<file path="config.mk">
export PLATFORM = sky130hd
export DESIGN_NAME = obi_integrity_top
export DESIGN_NICKNAME = d
export VERILOG_FILES = /design/src/hw/obi_integrity_pkg.sv /design/src/hw/obi_arbiter.sv /design/src/hw/obi_achk_encoder.sv /design/src/hw/obi_rchk_checker.sv /design/src/hw/obi_integrity_top.sv
export SDC_FILE = /design/constraint.sdc
export NUM_CORES = 1
export LEC_CHECK = 0
export BUFFER_PORTS_ARGS = -buffer_cell sky130_fd_sc_hd__clkbuf_2
export CAP_MARGIN = 25
export CORE_AREA = 2 2 125 127
export DETAILED_ROUTE_END_ITERATION = 16
export DIE_AREA = 0 0 127 129
export PLACE_DENSITY = 0.53
export SYNTH_ARGS = -nofsm -noshare
export SYNTH_HDL_FRONTEND = slang
export SYNTH_SLANG_ARGS = --single-unit
</file>
<file path="constraint.sdc">
create_clock -name clk -period 2.64 [get_ports clk]
set_input_delay 0.528 -clock clk [delete_from_list [all_inputs] [get_ports clk]]
set_output_delay 0.528 -clock clk [all_outputs]
set_load 0.05 [all_outputs]
</file>
<file path="src/hw/obi_integrity_pkg.sv">
// Shared bus types and field widths for the memory-side integrity front end
// Import into every block that touches a request or a response payload
package obi_integrity_pkg;

  ////////////////////
  // Field widths
  ////////////////////

  // Address and data widths of both ports and of the shared bus
  localparam int unsigned ADDR_W = 32;
  localparam int unsigned DATA_W = 32;
  localparam int unsigned BE_W   = DATA_W / 8;

  // Address-phase checksum and response checksum widths
  localparam int unsigned ACHK_W = 12;
  localparam int unsigned RCHK_W = 5;

  ////////////////////
  // Bus types
  ////////////////////

  // Bit 0 marks a bufferable access, bit 1 a cacheable one
  typedef logic [1:0] memtype_t;

  // Privilege, data/instruction and secure bits of the access
  typedef logic [2:0] prot_t;

  // Request payload carried by both ports and by the shared bus
  // The instruction port only fills addr, memtype, prot and dbg
  typedef struct packed {
    logic [ADDR_W-1:0] addr;
    logic              we;
    logic [BE_W-1:0]   be;
    logic [DATA_W-1:0] wdata;
    memtype_t          memtype;
    prot_t             prot;
    logic              dbg;
  } obi_req_t;

  // Response payload routed back to the issuing port
  typedef struct packed {
    logic [DATA_W-1:0] rdata;
    logic              err;
  } obi_resp_t;

  // Port that owns an outstanding transaction
  typedef enum logic {
    OWNER_INSTR = 1'b0,
    OWNER_DATA  = 1'b1
  } owner_e;

endpackage

</file>
<file path="src/hw/obi_arbiter.sv">
// Fixed-priority arbiter that merges the fetch and load/store ports onto one bus
// An owner FIFO remembers grant order so each response goes back to its issuer
`timescale 1ns/10ps

module obi_arbiter
  import obi_integrity_pkg::*;
#(
  parameter int unsigned MAX_OUTSTANDING = 2
) (
  input  logic              clk,
  input  logic              rst_ni,

  input  logic              instr_req_i,
  input  logic [ADDR_W-1:0] instr_addr_i,
  input  memtype_t          instr_memtype_i,
  input  prot_t             instr_prot_i,
  input  logic              instr_dbg_i,

  input  logic              data_req_i,
  input  obi_req_t          data_payload_i,

  output logic              instr_gnt_o,
  output logic              data_gnt_o,

  output logic              bus_req_o,
  output obi_req_t          bus_payload_o,
  input  logic              bus_gnt_i,
  input  logic              bus_rvalid_i,

  output owner_e            resp_owner_o
);

  // A depth of one still needs a one-bit pointer
  localparam int unsigned PTR_W = (MAX_OUTSTANDING > 1) ? $clog2(MAX_OUTSTANDING) : 1;
  localparam int unsigned CNT_W = $clog2(MAX_OUTSTANDING + 1);

  obi_req_t         instr_payload;
  owner_e           owner_q [MAX_OUTSTANDING];
  logic [PTR_W-1:0] wr_ptr_q;
  logic [PTR_W-1:0] rd_ptr_q;
  logic [CNT_W-1:0] cnt_q;
  logic             full;
  logic             empty;
  logic             push;
  logic             pop;

  ////////////////////
  // Request side
  ////////////////////

  // Fetches are full-word reads and never bufferable
  always_comb begin
    instr_payload         = '0;
    instr_payload.addr    = instr_addr_i;
    instr_payload.we      = 1'b0;
    instr_payload.be      = '1;
    instr_payload.wdata   = '0;
    instr_payload.memtype = {instr_memtype_i[1], 1'b0};
    instr_payload.prot    = instr_prot_i;
    instr_payload.dbg     = instr_dbg_i;
  end

  assign full  = (cnt_q == CNT_W'(MAX_OUTSTANDING));
  assign empty = (cnt_q == '0);

  // Load/store wins a same-cycle conflict; the loser keeps its request up
  assign bus_req_o     = (instr_req_i | data_req_i) & ~full;
  assign bus_payload_o = data_req_i ? data_payload_i : instr_payload;

  assign data_gnt_o  = bus_req_o & bus_gnt_i & data_req_i;
  assign instr_gnt_o = bus_req_o & bus_gnt_i & ~data_req_i;

  ////////////////////
  // Owner queue
  ////////////////////

  assign push = bus_req_o & bus_gnt_i;
  assign pop  = bus_rvalid_i;

  // Head of the queue is the owner of the next response on the bus
  assign resp_owner_o = owner_q[rd_ptr_q];

  always_ff @(posedge clk, negedge rst_ni) begin
    if (!rst_ni) begin
      wr_ptr_q <= '0;
      rd_ptr_q <= '0;
      cnt_q    <= '0;
    end else begin
      if (push) begin
        wr_ptr_q <= (wr_ptr_q == PTR_W'(MAX_OUTSTANDING - 1)) ? '0 : wr_ptr_q + 1'b1;
      end
      if (pop) begin
        rd_ptr_q <= (rd_ptr_q == PTR_W'(MAX_OUTSTANDING - 1)) ? '0 : rd_ptr_q + 1'b1;
      end
      // Simultaneous push and pop leaves the fill level unchanged
      if (push && !pop) begin
        cnt_q <= cnt_q + 1'b1;
      end else if (pop && !push) begin
        cnt_q <= cnt_q - 1'b1;
      end
    end
  end

  // Entries are only read after they have been written
  always_ff @(posedge clk) begin
    if (push) begin
      owner_q[wr_ptr_q] <= data_req_i ? OWNER_DATA : OWNER_INSTR;
    end
  end

  // The memory may only answer transactions that were granted earlier
  a_no_rvalid_when_empty : assert property (@(posedge clk) disable iff (!rst_ni)
    bus_rvalid_i |-> !empty)
    else $error("Response without an outstanding transaction");

  // A grant from the memory must never overrun the owner queue
  a_no_push_when_full : assert property (@(posedge clk) disable iff (!rst_ni)
    cnt_q <= CNT_W'(MAX_OUTSTANDING))
    else $error("Owner queue overflow");

endmodule

</file>
<file path="src/hw/obi_achk_encoder.sv">
// Request parity and address-phase checksum generator for the shared bus
// Purely combinational, sits between the arbiter output and the bus pins
`timescale 1ns/10ps

module obi_achk_encoder
  import obi_integrity_pkg::*;
(
  input  logic              bus_req_i,
  input  obi_req_t          bus_payload_i,
  output logic              bus_reqpar_o,
  output logic [ACHK_W-1:0] bus_achk_o
);

  logic [BE_W-1:0] wdata_par;
  logic [BE_W-1:0] addr_par;
  logic            instr_like;

  // Even parity per byte lane, lane 0 in bit 0
  always_comb begin
    for (int i = 0; i < BE_W; i++) begin
      wdata_par[i] = ^bus_payload_i.wdata[8*i +: 8];
      addr_par[i]  = ^bus_payload_i.addr[8*i +: 8];
    end
  end

  // Request parity is simply the inverted strobe
  assign bus_reqpar_o = ~bus_req_i;

  ////////////////////
  // Checksum packing
  ////////////////////

  // Bits 11:8 cover wdata, bit 7 is reserved as zero
  // Bits 6:4 use inverted parity so an all-zero bus is caught
  // Bits 3:0 cover the address bytes
  assign bus_achk_o = {
    wdata_par,
    1'b0,
    ~^bus_payload_i.dbg,
    ~^{bus_payload_i.be, bus_payload_i.we},
    ~^{bus_payload_i.prot, bus_payload_i.memtype},
    addr_par
  };

  // A fetch shows up as a full-word read with zero write data
  assign instr_like = bus_req_i && !bus_payload_i.we &&
                      (bus_payload_i.be == '1) && (bus_payload_i.wdata == '0) &&
                      !bus_payload_i.prot[0];

  // Fetches leave the arbiter with the bufferable bit cleared
  always_comb begin
    if (instr_like) begin
      a_instr_not_bufferable : assert (!bus_payload_i.memtype[0])
        else $error("Instruction request marked bufferable");
    end
  end

endmodule

</file>
<file path="src/hw/obi_rchk_checker.sv">
// Response integrity checker for the shared bus
// Routes each response to its owner and raises a registered integrity alert
`timescale 1ns/10ps

module obi_rchk_checker
  import obi_integrity_pkg::*;
(
  input  logic              clk,
  input  logic              rst_ni,

  input  logic              bus_gnt_i,
  input  logic              bus_gntpar_i,
  input  logic              bus_rvalid_i,
  input  logic              bus_rvalidpar_i,
  input  logic [DATA_W-1:0] bus_rdata_i,
  input  logic              bus_err_i,
  input  logic [RCHK_W-1:0] bus_rchk_i,

  input  owner_e            resp_owner_i,

  output logic              instr_rvalid_o,
  output logic              data_rvalid_o,
  output obi_resp_t         instr_resp_o,
  output obi_resp_t         data_resp_o,

  output logic              integrity_alert_o
);

  logic [RCHK_W-1:0] rchk_exp;
  logic              rchk_err;
  logic              gntpar_err;
  logic              rvalidpar_err;
  obi_resp_t         resp;

  // Expected checksum has one parity bit per rdata byte and the err parity on top
  always_comb begin
    rchk_exp[RCHK_W-1] = ^bus_err_i;
    for (int i = 0; i < DATA_W / 8; i++) begin
      rchk_exp[i] = ^bus_rdata_i[8*i +: 8];
    end
  end

  // Checksum only counts while a response is actually on the bus
  assign rchk_err      = bus_rvalid_i && (bus_rchk_i != rchk_exp);
  assign gntpar_err    = (bus_gntpar_i == bus_gnt_i);
  assign rvalidpar_err = (bus_rvalidpar_i == bus_rvalid_i);

  // A corrupted response is still delivered, but flagged as an error
  assign resp.rdata = bus_rdata_i;
  assign resp.err   = bus_err_i | rchk_err;

  assign instr_resp_o = resp;
  assign data_resp_o  = resp;

  // The owner queue head selects which port sees the strobe
  assign instr_rvalid_o = bus_rvalid_i && (resp_owner_i == OWNER_INSTR);
  assign data_rvalid_o  = bus_rvalid_i && (resp_owner_i == OWNER_DATA);

  ////////////////////
  // Integrity alert
  ////////////////////

  always_ff @(posedge clk, negedge rst_ni) begin
    if (!rst_ni) begin
      integrity_alert_o <= 1'b0;
    end else begin
      integrity_alert_o <= rchk_err | gntpar_err | rvalidpar_err;
    end
  end

  // Each response belongs to exactly one port, named by a written queue entry
  a_single_owner : assert property (@(posedge clk) disable iff (!rst_ni)
    bus_rvalid_i |-> !$isunknown(resp_owner_i))
    else $error("Response with no known owner");

endmodule

</file>
<file path="src/hw/obi_integrity_top.sv">
// Top level of the memory-side integrity front end
// Connects both core ports through the arbiter, encoder and checker to one bus
`timescale 1ns/10ps

module obi_integrity_top
  import obi_integrity_pkg::*;
#(
  parameter int unsigned MAX_OUTSTANDING = 2
) (
  input  logic              clk,
  input  logic              rst_ni,

  // Instruction fetch port
  input  logic              instr_req_i,
  input  logic [ADDR_W-1:0] instr_addr_i,
  input  memtype_t          instr_memtype_i,
  input  prot_t             instr_prot_i,
  input  logic              instr_dbg_i,
  output logic              instr_gnt_o,
  output logic              instr_rvalid_o,
  output obi_resp_t         instr_resp_o,

  // Load/store port
  input  logic              data_req_i,
  input  obi_req_t          data_payload_i,
  output logic              data_gnt_o,
  output logic              data_rvalid_o,
  output obi_resp_t         data_resp_o,

  // Shared memory bus
  output logic              bus_req_o,
  output logic              bus_reqpar_o,
  output logic [ACHK_W-1:0] bus_achk_o,
  output obi_req_t          bus_payload_o,
  input  logic              bus_gnt_i,
  input  logic              bus_gntpar_i,
  input  logic              bus_rvalid_i,
  input  logic              bus_rvalidpar_i,
  input  logic [DATA_W-1:0] bus_rdata_i,
  input  logic              bus_err_i,
  input  logic [RCHK_W-1:0] bus_rchk_i,

  output logic              integrity_alert_o
);

  owner_e resp_owner;

  obi_arbiter #(
    .MAX_OUTSTANDING (MAX_OUTSTANDING)
  ) u_arbiter (
    .clk             (clk),
    .rst_ni          (rst_ni),
    .instr_req_i     (instr_req_i),
    .instr_addr_i    (instr_addr_i),
    .instr_memtype_i (instr_memtype_i),
    .instr_prot_i    (instr_prot_i),
    .instr_dbg_i     (instr_dbg_i),
    .data_req_i      (data_req_i),
    .data_payload_i  (data_payload_i),
    .instr_gnt_o     (instr_gnt_o),
    .data_gnt_o      (data_gnt_o),
    .bus_req_o       (bus_req_o),
    .bus_payload_o   (bus_payload_o),
    .bus_gnt_i       (bus_gnt_i),
    .bus_rvalid_i    (bus_rvalid_i),
    .resp_owner_o    (resp_owner)
  );

  // Checksum is computed on the payload that actually leaves the arbiter
  obi_achk_encoder u_achk_encoder (
    .bus_req_i     (bus_req_o),
    .bus_payload_i (bus_payload_o),
    .bus_reqpar_o  (bus_reqpar_o),
    .bus_achk_o    (bus_achk_o)
  );

  obi_rchk_checker u_rchk_checker (
    .clk               (clk),
    .rst_ni            (rst_ni),
    .bus_gnt_i         (bus_gnt_i),
    .bus_gntpar_i      (bus_gntpar_i),
    .bus_rvalid_i      (bus_rvalid_i),
    .bus_rvalidpar_i   (bus_rvalidpar_i),
    .bus_rdata_i       (bus_rdata_i),
    .bus_err_i         (bus_err_i),
    .bus_rchk_i        (bus_rchk_i),
    .resp_owner_i      (resp_owner),
    .instr_rvalid_o    (instr_rvalid_o),
    .data_rvalid_o     (data_rvalid_o),
    .instr_resp_o      (instr_resp_o),
    .data_resp_o       (data_resp_o),
    .integrity_alert_o (integrity_alert_o)
  );

endmodule

</file>
; Word-level counts from Yosys, hierarchy flattened
; Memory sizes are Yosys's and may differ from the RTL's.
; Index checks and enable logic that the tools add are counted.
[totals]
regBits = 5
mem_bits_rw = 2
word_cells = 56
n_memories = 1
[op_classes]
addsub = 4
n_eq_ne = 4
mux = 8
bitwise_logic = 13
reduce_logical = 22
[mem_list]
columns = name, depth, width, rd, rd_ports_with_merged_regs, write_ports, line
row1 = u_arbiter.owner_q, 2, 1, 1, 0, 1, obi_arbiter.sv:38  ; owner_e owner_q [MAX_OUTSTANDING];
[op_table]
columns = operator, n
row1 = $reduce_xor A8 Y1, 12
row2 = $mux W75, 1
row3 = $reduce_xnor A5 Y1, 2
row4 = $logic_and A1 B1 Y1, 5
row5 = $mux W1, 5
row6 = $ne A5 B5 Y1, 1
row7 = $not A1 Y1, 5
row8 = $and A1 B1 Y1, 4
row9 = $mux W2, 2
row10 = $or A1 B1 Y1, 4
row11 = $add A1 B1 Y1 const B, 2
row12 = $add A2 B1 Y2 const B, 1
row13 = $eq A1 B1 Y1, 2
row14 = $eq A2 B2 Y1 const B, 1
row15 = $logic_not A1 Y1, 2
row16 = $reduce_bool A2 Y1, 1
row17 = $sub A2 B1 Y2 const B, 1

; Longest topological paths before layout
[logic_depth]
word_depth = 8
mapped_depth = 9

; By module
; Synthesis repeated with hierarchy kept, for this count alone.
[unflattened]
cells_unflattened = 282
hier_area_um2 = 2481.1
[modules_own_cells]
columns = module, instances, cells_each, area_each_um2, seq_area_each_um2
row1 = obi_arbiter, 1, 108, 1017.2, 160.2
row2 = obi_rchk_checker, 1, 106, 884.6, 25.0
row3 = obi_achk_encoder, 1, 68, 579.3, 0.0

; Least setup slack after synthesis
; OpenSTA, ideal clock, no wires.
[synth_timing]
path_type = input to output
from = in data_req_i
to = out bus_payload_o[0] (netlist bit)
arrival_ns = 2.501
required_ns = 2.112
path_slack_ns = -0.389
stages = 5
path_buffers = 3
path_cell_list = buf_4 > buf_2 > buf_2 > mux2i_1 > inv_1
[synth_rtl]
columns = element, line
row1 = from (decl), obi_integrity_top.sv:24  ; input logic data_req_i,
row2 = to (decl), obi_integrity_top.sv:34  ; output obi_req_t bus_payload_o,

; Final worst setup path
[layout_timing]
from = in data_req_i
to = out bus_achk_o[1]
[layout_between]
elab_chain_cells = 2
[layout_rtl]
columns = element, line
row1 = $mux W75, obi_arbiter.sv:68  ; assign bus_payload_o = data_req_i ? data_payload_i : instr_payload;
row2 = $reduce_xor A8 Y1, obi_achk_encoder.sv:22  ; addr_par[i] = ^bus_payload_i.addr[8*i +: 8];
row3 = to (decl), obi_integrity_top.sv:33  ; output logic [ACHK_W-1:0] bus_achk_o,
; Every way passes these cells.

==> flow_summary.json <==
{
  "worst_setup_path_type": "in2out",
  "drc": 0,
  "detailedRoute.firstIterationViolations": 66,
  "route.met2.wl_mm": 4.56,
  "hold_path_class": "in2async",
  "synth_edf_count": 2,
  "clk_root_buffer_cell": "clkbuf_16",
  "initial_utilization_pct": 16.9,
  "clk_pin_slew_ns": 0.04,
  "wl_met3_um": 742,
  "yosys-top-cells-count": "buf_4 (67), xnor2_1 (49), and2_1 (39)",
  "synth-warning-count": 0,
  "synth_cell_types": 26,
  "ir_drop_uv": 369,
  "timing.critical_path.required_ns": 2.11,
  "setup_repair_after_global_routing_missed_its_margin": "yes",
  "post_synth_inst_count": 278,
  "synth.yosys.seq_area_share_pct": 7.30,
  "synth_top_cell_area_share_pct": 19.8,
  "wirelength_met1_mm": 3.16,
  "p_per_area_nw_per_um2": 557,
  "detail_route.wl_per_cell_um": 11.6,
  "postSynthNetCount": 438,
  "floorplan.die_area_um2": 16400,
  "setup_slack_ns": -0.00433,
  "yosysTopAreaCell": "buf_4",
  "top_sig_layer": "met4",
  "tritoncts": "done",
  "postSynth.asyncResetShare_pct": 71.4,
  "route.antenna.remaining_nets": 0,
  "routed-via-count": 2736,
  "netlist_area_um2": 2540,
  "post-synth-top-count-cell": "buf_4",
  "boundaryPins": 319,
  "syn2layout_area_growth_pct": 69.4,
  "initial_antenna_violation_count": 0,
  "remaining_global_route_overflow": 0,
  "placeableCoreArea_um2": 15000,
  "startpoint_types": "input port",
  "gp_routability_congestion": 0.730,
  "max_clock_freq_mhz": 378,
  "dpl.hpwl_mm": 7.56,
  "via_per_inst": 3.72,
  "share_of_the_core_filled_with_cells_pct": 28.7,
  "worst-endpoint-arrival_ns": 2.12,
  "ys_dominant_reg_cell": "dfrtp_1",
  "critPathMaxFanout": 8,
  "pin_count_of_the_biggest_net_entering_global_routing": 27,
  "std_cell_rows": 45,
  "max-cap-violations": 0,
  "totalPowerFinal_mw": 2.40,
  "detail_route.first_pass.iterations": 4,
  "cts-buffers-inserted": 3,
  "failed_checks": "setup timing",
  "clock_tree.buffer_depth": 2,
  "clock_sinks": 7,
  "vertical_die_dimension_um": 129,
  "floorplan.die.width_um": 127,
  "reg2reg_setup_slack_ns": 1.03,
  "post_synth_main_area_contributors": "buf_4 (20%), xnor2_1 (17%), mux2_2 (15%), xnor3_1 (11%), and2_1 (9.6%)",
  "first_global_vias": 2381,
  "io_buffers": 316,
  "status": "finished, violations left",
  "per_instance_average_area_after_synthesis_um2": 9.13,
  "finalCriticalPeriod_ns": 2.64,
  "clock_skew_ns": 0.000390,
  "layout-drive-gt1-share_pct": 71.8,
  "hold_violations": 0,
  "cp-end-kind": "output pin",
  "wirelength_mm": 8.50,
  "min_period_over_period_pct": 100,
  "fillerInstances": 1593,
  "timing.final.setup_violations": 1,
  "postSynthRegisterBits": 7,
  "cts_hold_buf": 0,
  "grt_pass1_wl_mm": 11.7,
  "globalRouteTotalUtil_pct": 9.10,
  "maxSlewViolCount": 0,
  "ctsHtreeMaxLevel": 1,
  "antenna-diode-count": 0,
  "final_nets": 708,
  "power.static_leakage_nw": 2.43,
  "clock_insertion_delay_worst_skew_ns": 0.23
}
## critical path, stage by stage
cell and delay [ns]:
buf_12 0.11, buf_12 0.13, mux2_4 0.31, xor2_1 0.17, xnor3_1 0.25, xnor3_2 0.42
clkbuf_16 0.19
## path summary, 6_finish.rpt
path | from | to | depth (start not counted)
setup reg to reg | u_arbiter.cnt_q[1] | u_arbiter.cnt_q[1] | 9
max in group asynchronous | rst_ni | u_arbiter.rd_ptr_q | 1
setup / recovery | data_req_i | bus_achk_o[1] | 7
hold reg to reg | u_arbiter.wr_ptr_q | u_arbiter.wr_ptr_q | 1
min in group clk | u_arbiter.wr_ptr_q | u_arbiter.wr_ptr_q | 1
hold / removal | rst_ni | u_arbiter.cnt_q[0] | 1
## state kept, by name, summed over array words and instances (netlist names)
register,cells
u_arbiter.cnt_q,2
u_arbiter.owner_q,2
u_arbiter.rd_ptr_q,1
u_arbiter.wr_ptr_q,1
u_rchk_checker.integrity_alert_o,1
## metrics by stage
stage / setup WS (ns) / instance area, µm² / std cells / setup TNS, ns / hold WS, ns
final: -0.00433 / 4300 / 735 / -0.00433 / 0.113
after global routing: -0.0635 / 4300 / 735 / -0.133 / 0.124
after detailed placement: -0.138 / 4040 / 727 / -0.586 / 0.366
after global placement: -0.150 / 4040 / 727 / -0.606 / 0.360
after floorplan: 0.000852 / 2580 / 278 / 0 / 0.232
after CTS: -0.0382 / 4250 / 733 / -0.0382 / 0.119
## layer usage
metal  track usage (%)  vias up
met4              1.23        0
li1                  -     1360
met1              10.3     1200
met2              17.4      172
met3              2.54        4
met5                 0        -
## layout make-up
type	count	area [µm²]	area share [%]
well taps	188	235	5.47
clock inverters	1	5.00	0.116
multi-input cells	191	1870	43.6
flip-flops and latches	7	185	4.31
inverters	5	18.8	0.437
clock buffers	3	75.1	1.75
repair buffers	340	1910	44.4
## cell usage in the layout, fill, tap and decap left out, types with 2 or more instances in the layout
master,count
and2_1,39
and3_1,2
buf_12,6
buf_2,2
buf_4,21
clkbuf_16,5
clkbuf_2,308
dfrtp_1,5
edfxtp_1,2
inv_1,5
mux2_2,27
mux2_4,9
mux2i_1,2
nand2_1,4
nand2b_1,5
nor2_1,4
o22a_1,2
xnor2_1,49
xnor3_1,8
xnor3_2,4
xor2_1,20
xor2_2,7
## logic make-up (layout without fill, tap and decap cells)
group / Yosys count / in the layout / share of synthesized area, %
adder cells (fa/ha/maj): 1 / 1 / 0.493
AND/OR/NAND/NOR: 57 / 57 / 13.2
flip-flops: 7 / 7 / 7.30
AO/OA/AOI/OAI: 4 / 4 / 1.18
buffers and inverters: 80 / 349 / 22.4
XOR/XNOR: 89 / 89 / 37.8
multiplexers: 39 / 39 / 17.5
other: 1 / 1 / 0.148
## power breakdown
part / internal (mW) / switching (mW)
Sequential: 0.153 / 0.0255
Clock: 0.199 / 0.0599
Combinational: 0.763 / 1.20
Total: 1.12 / 1.28
## what timing repair did
item,4_1_cts,5_1_grt
endpoints found under the setup margin,5,6
resized for setup,16,11
hold endpoints to repair,0,0
gates cloned,1,0
pin swaps,9,6
buffers inserted,2,2
(Power assumes the default switching activity.)
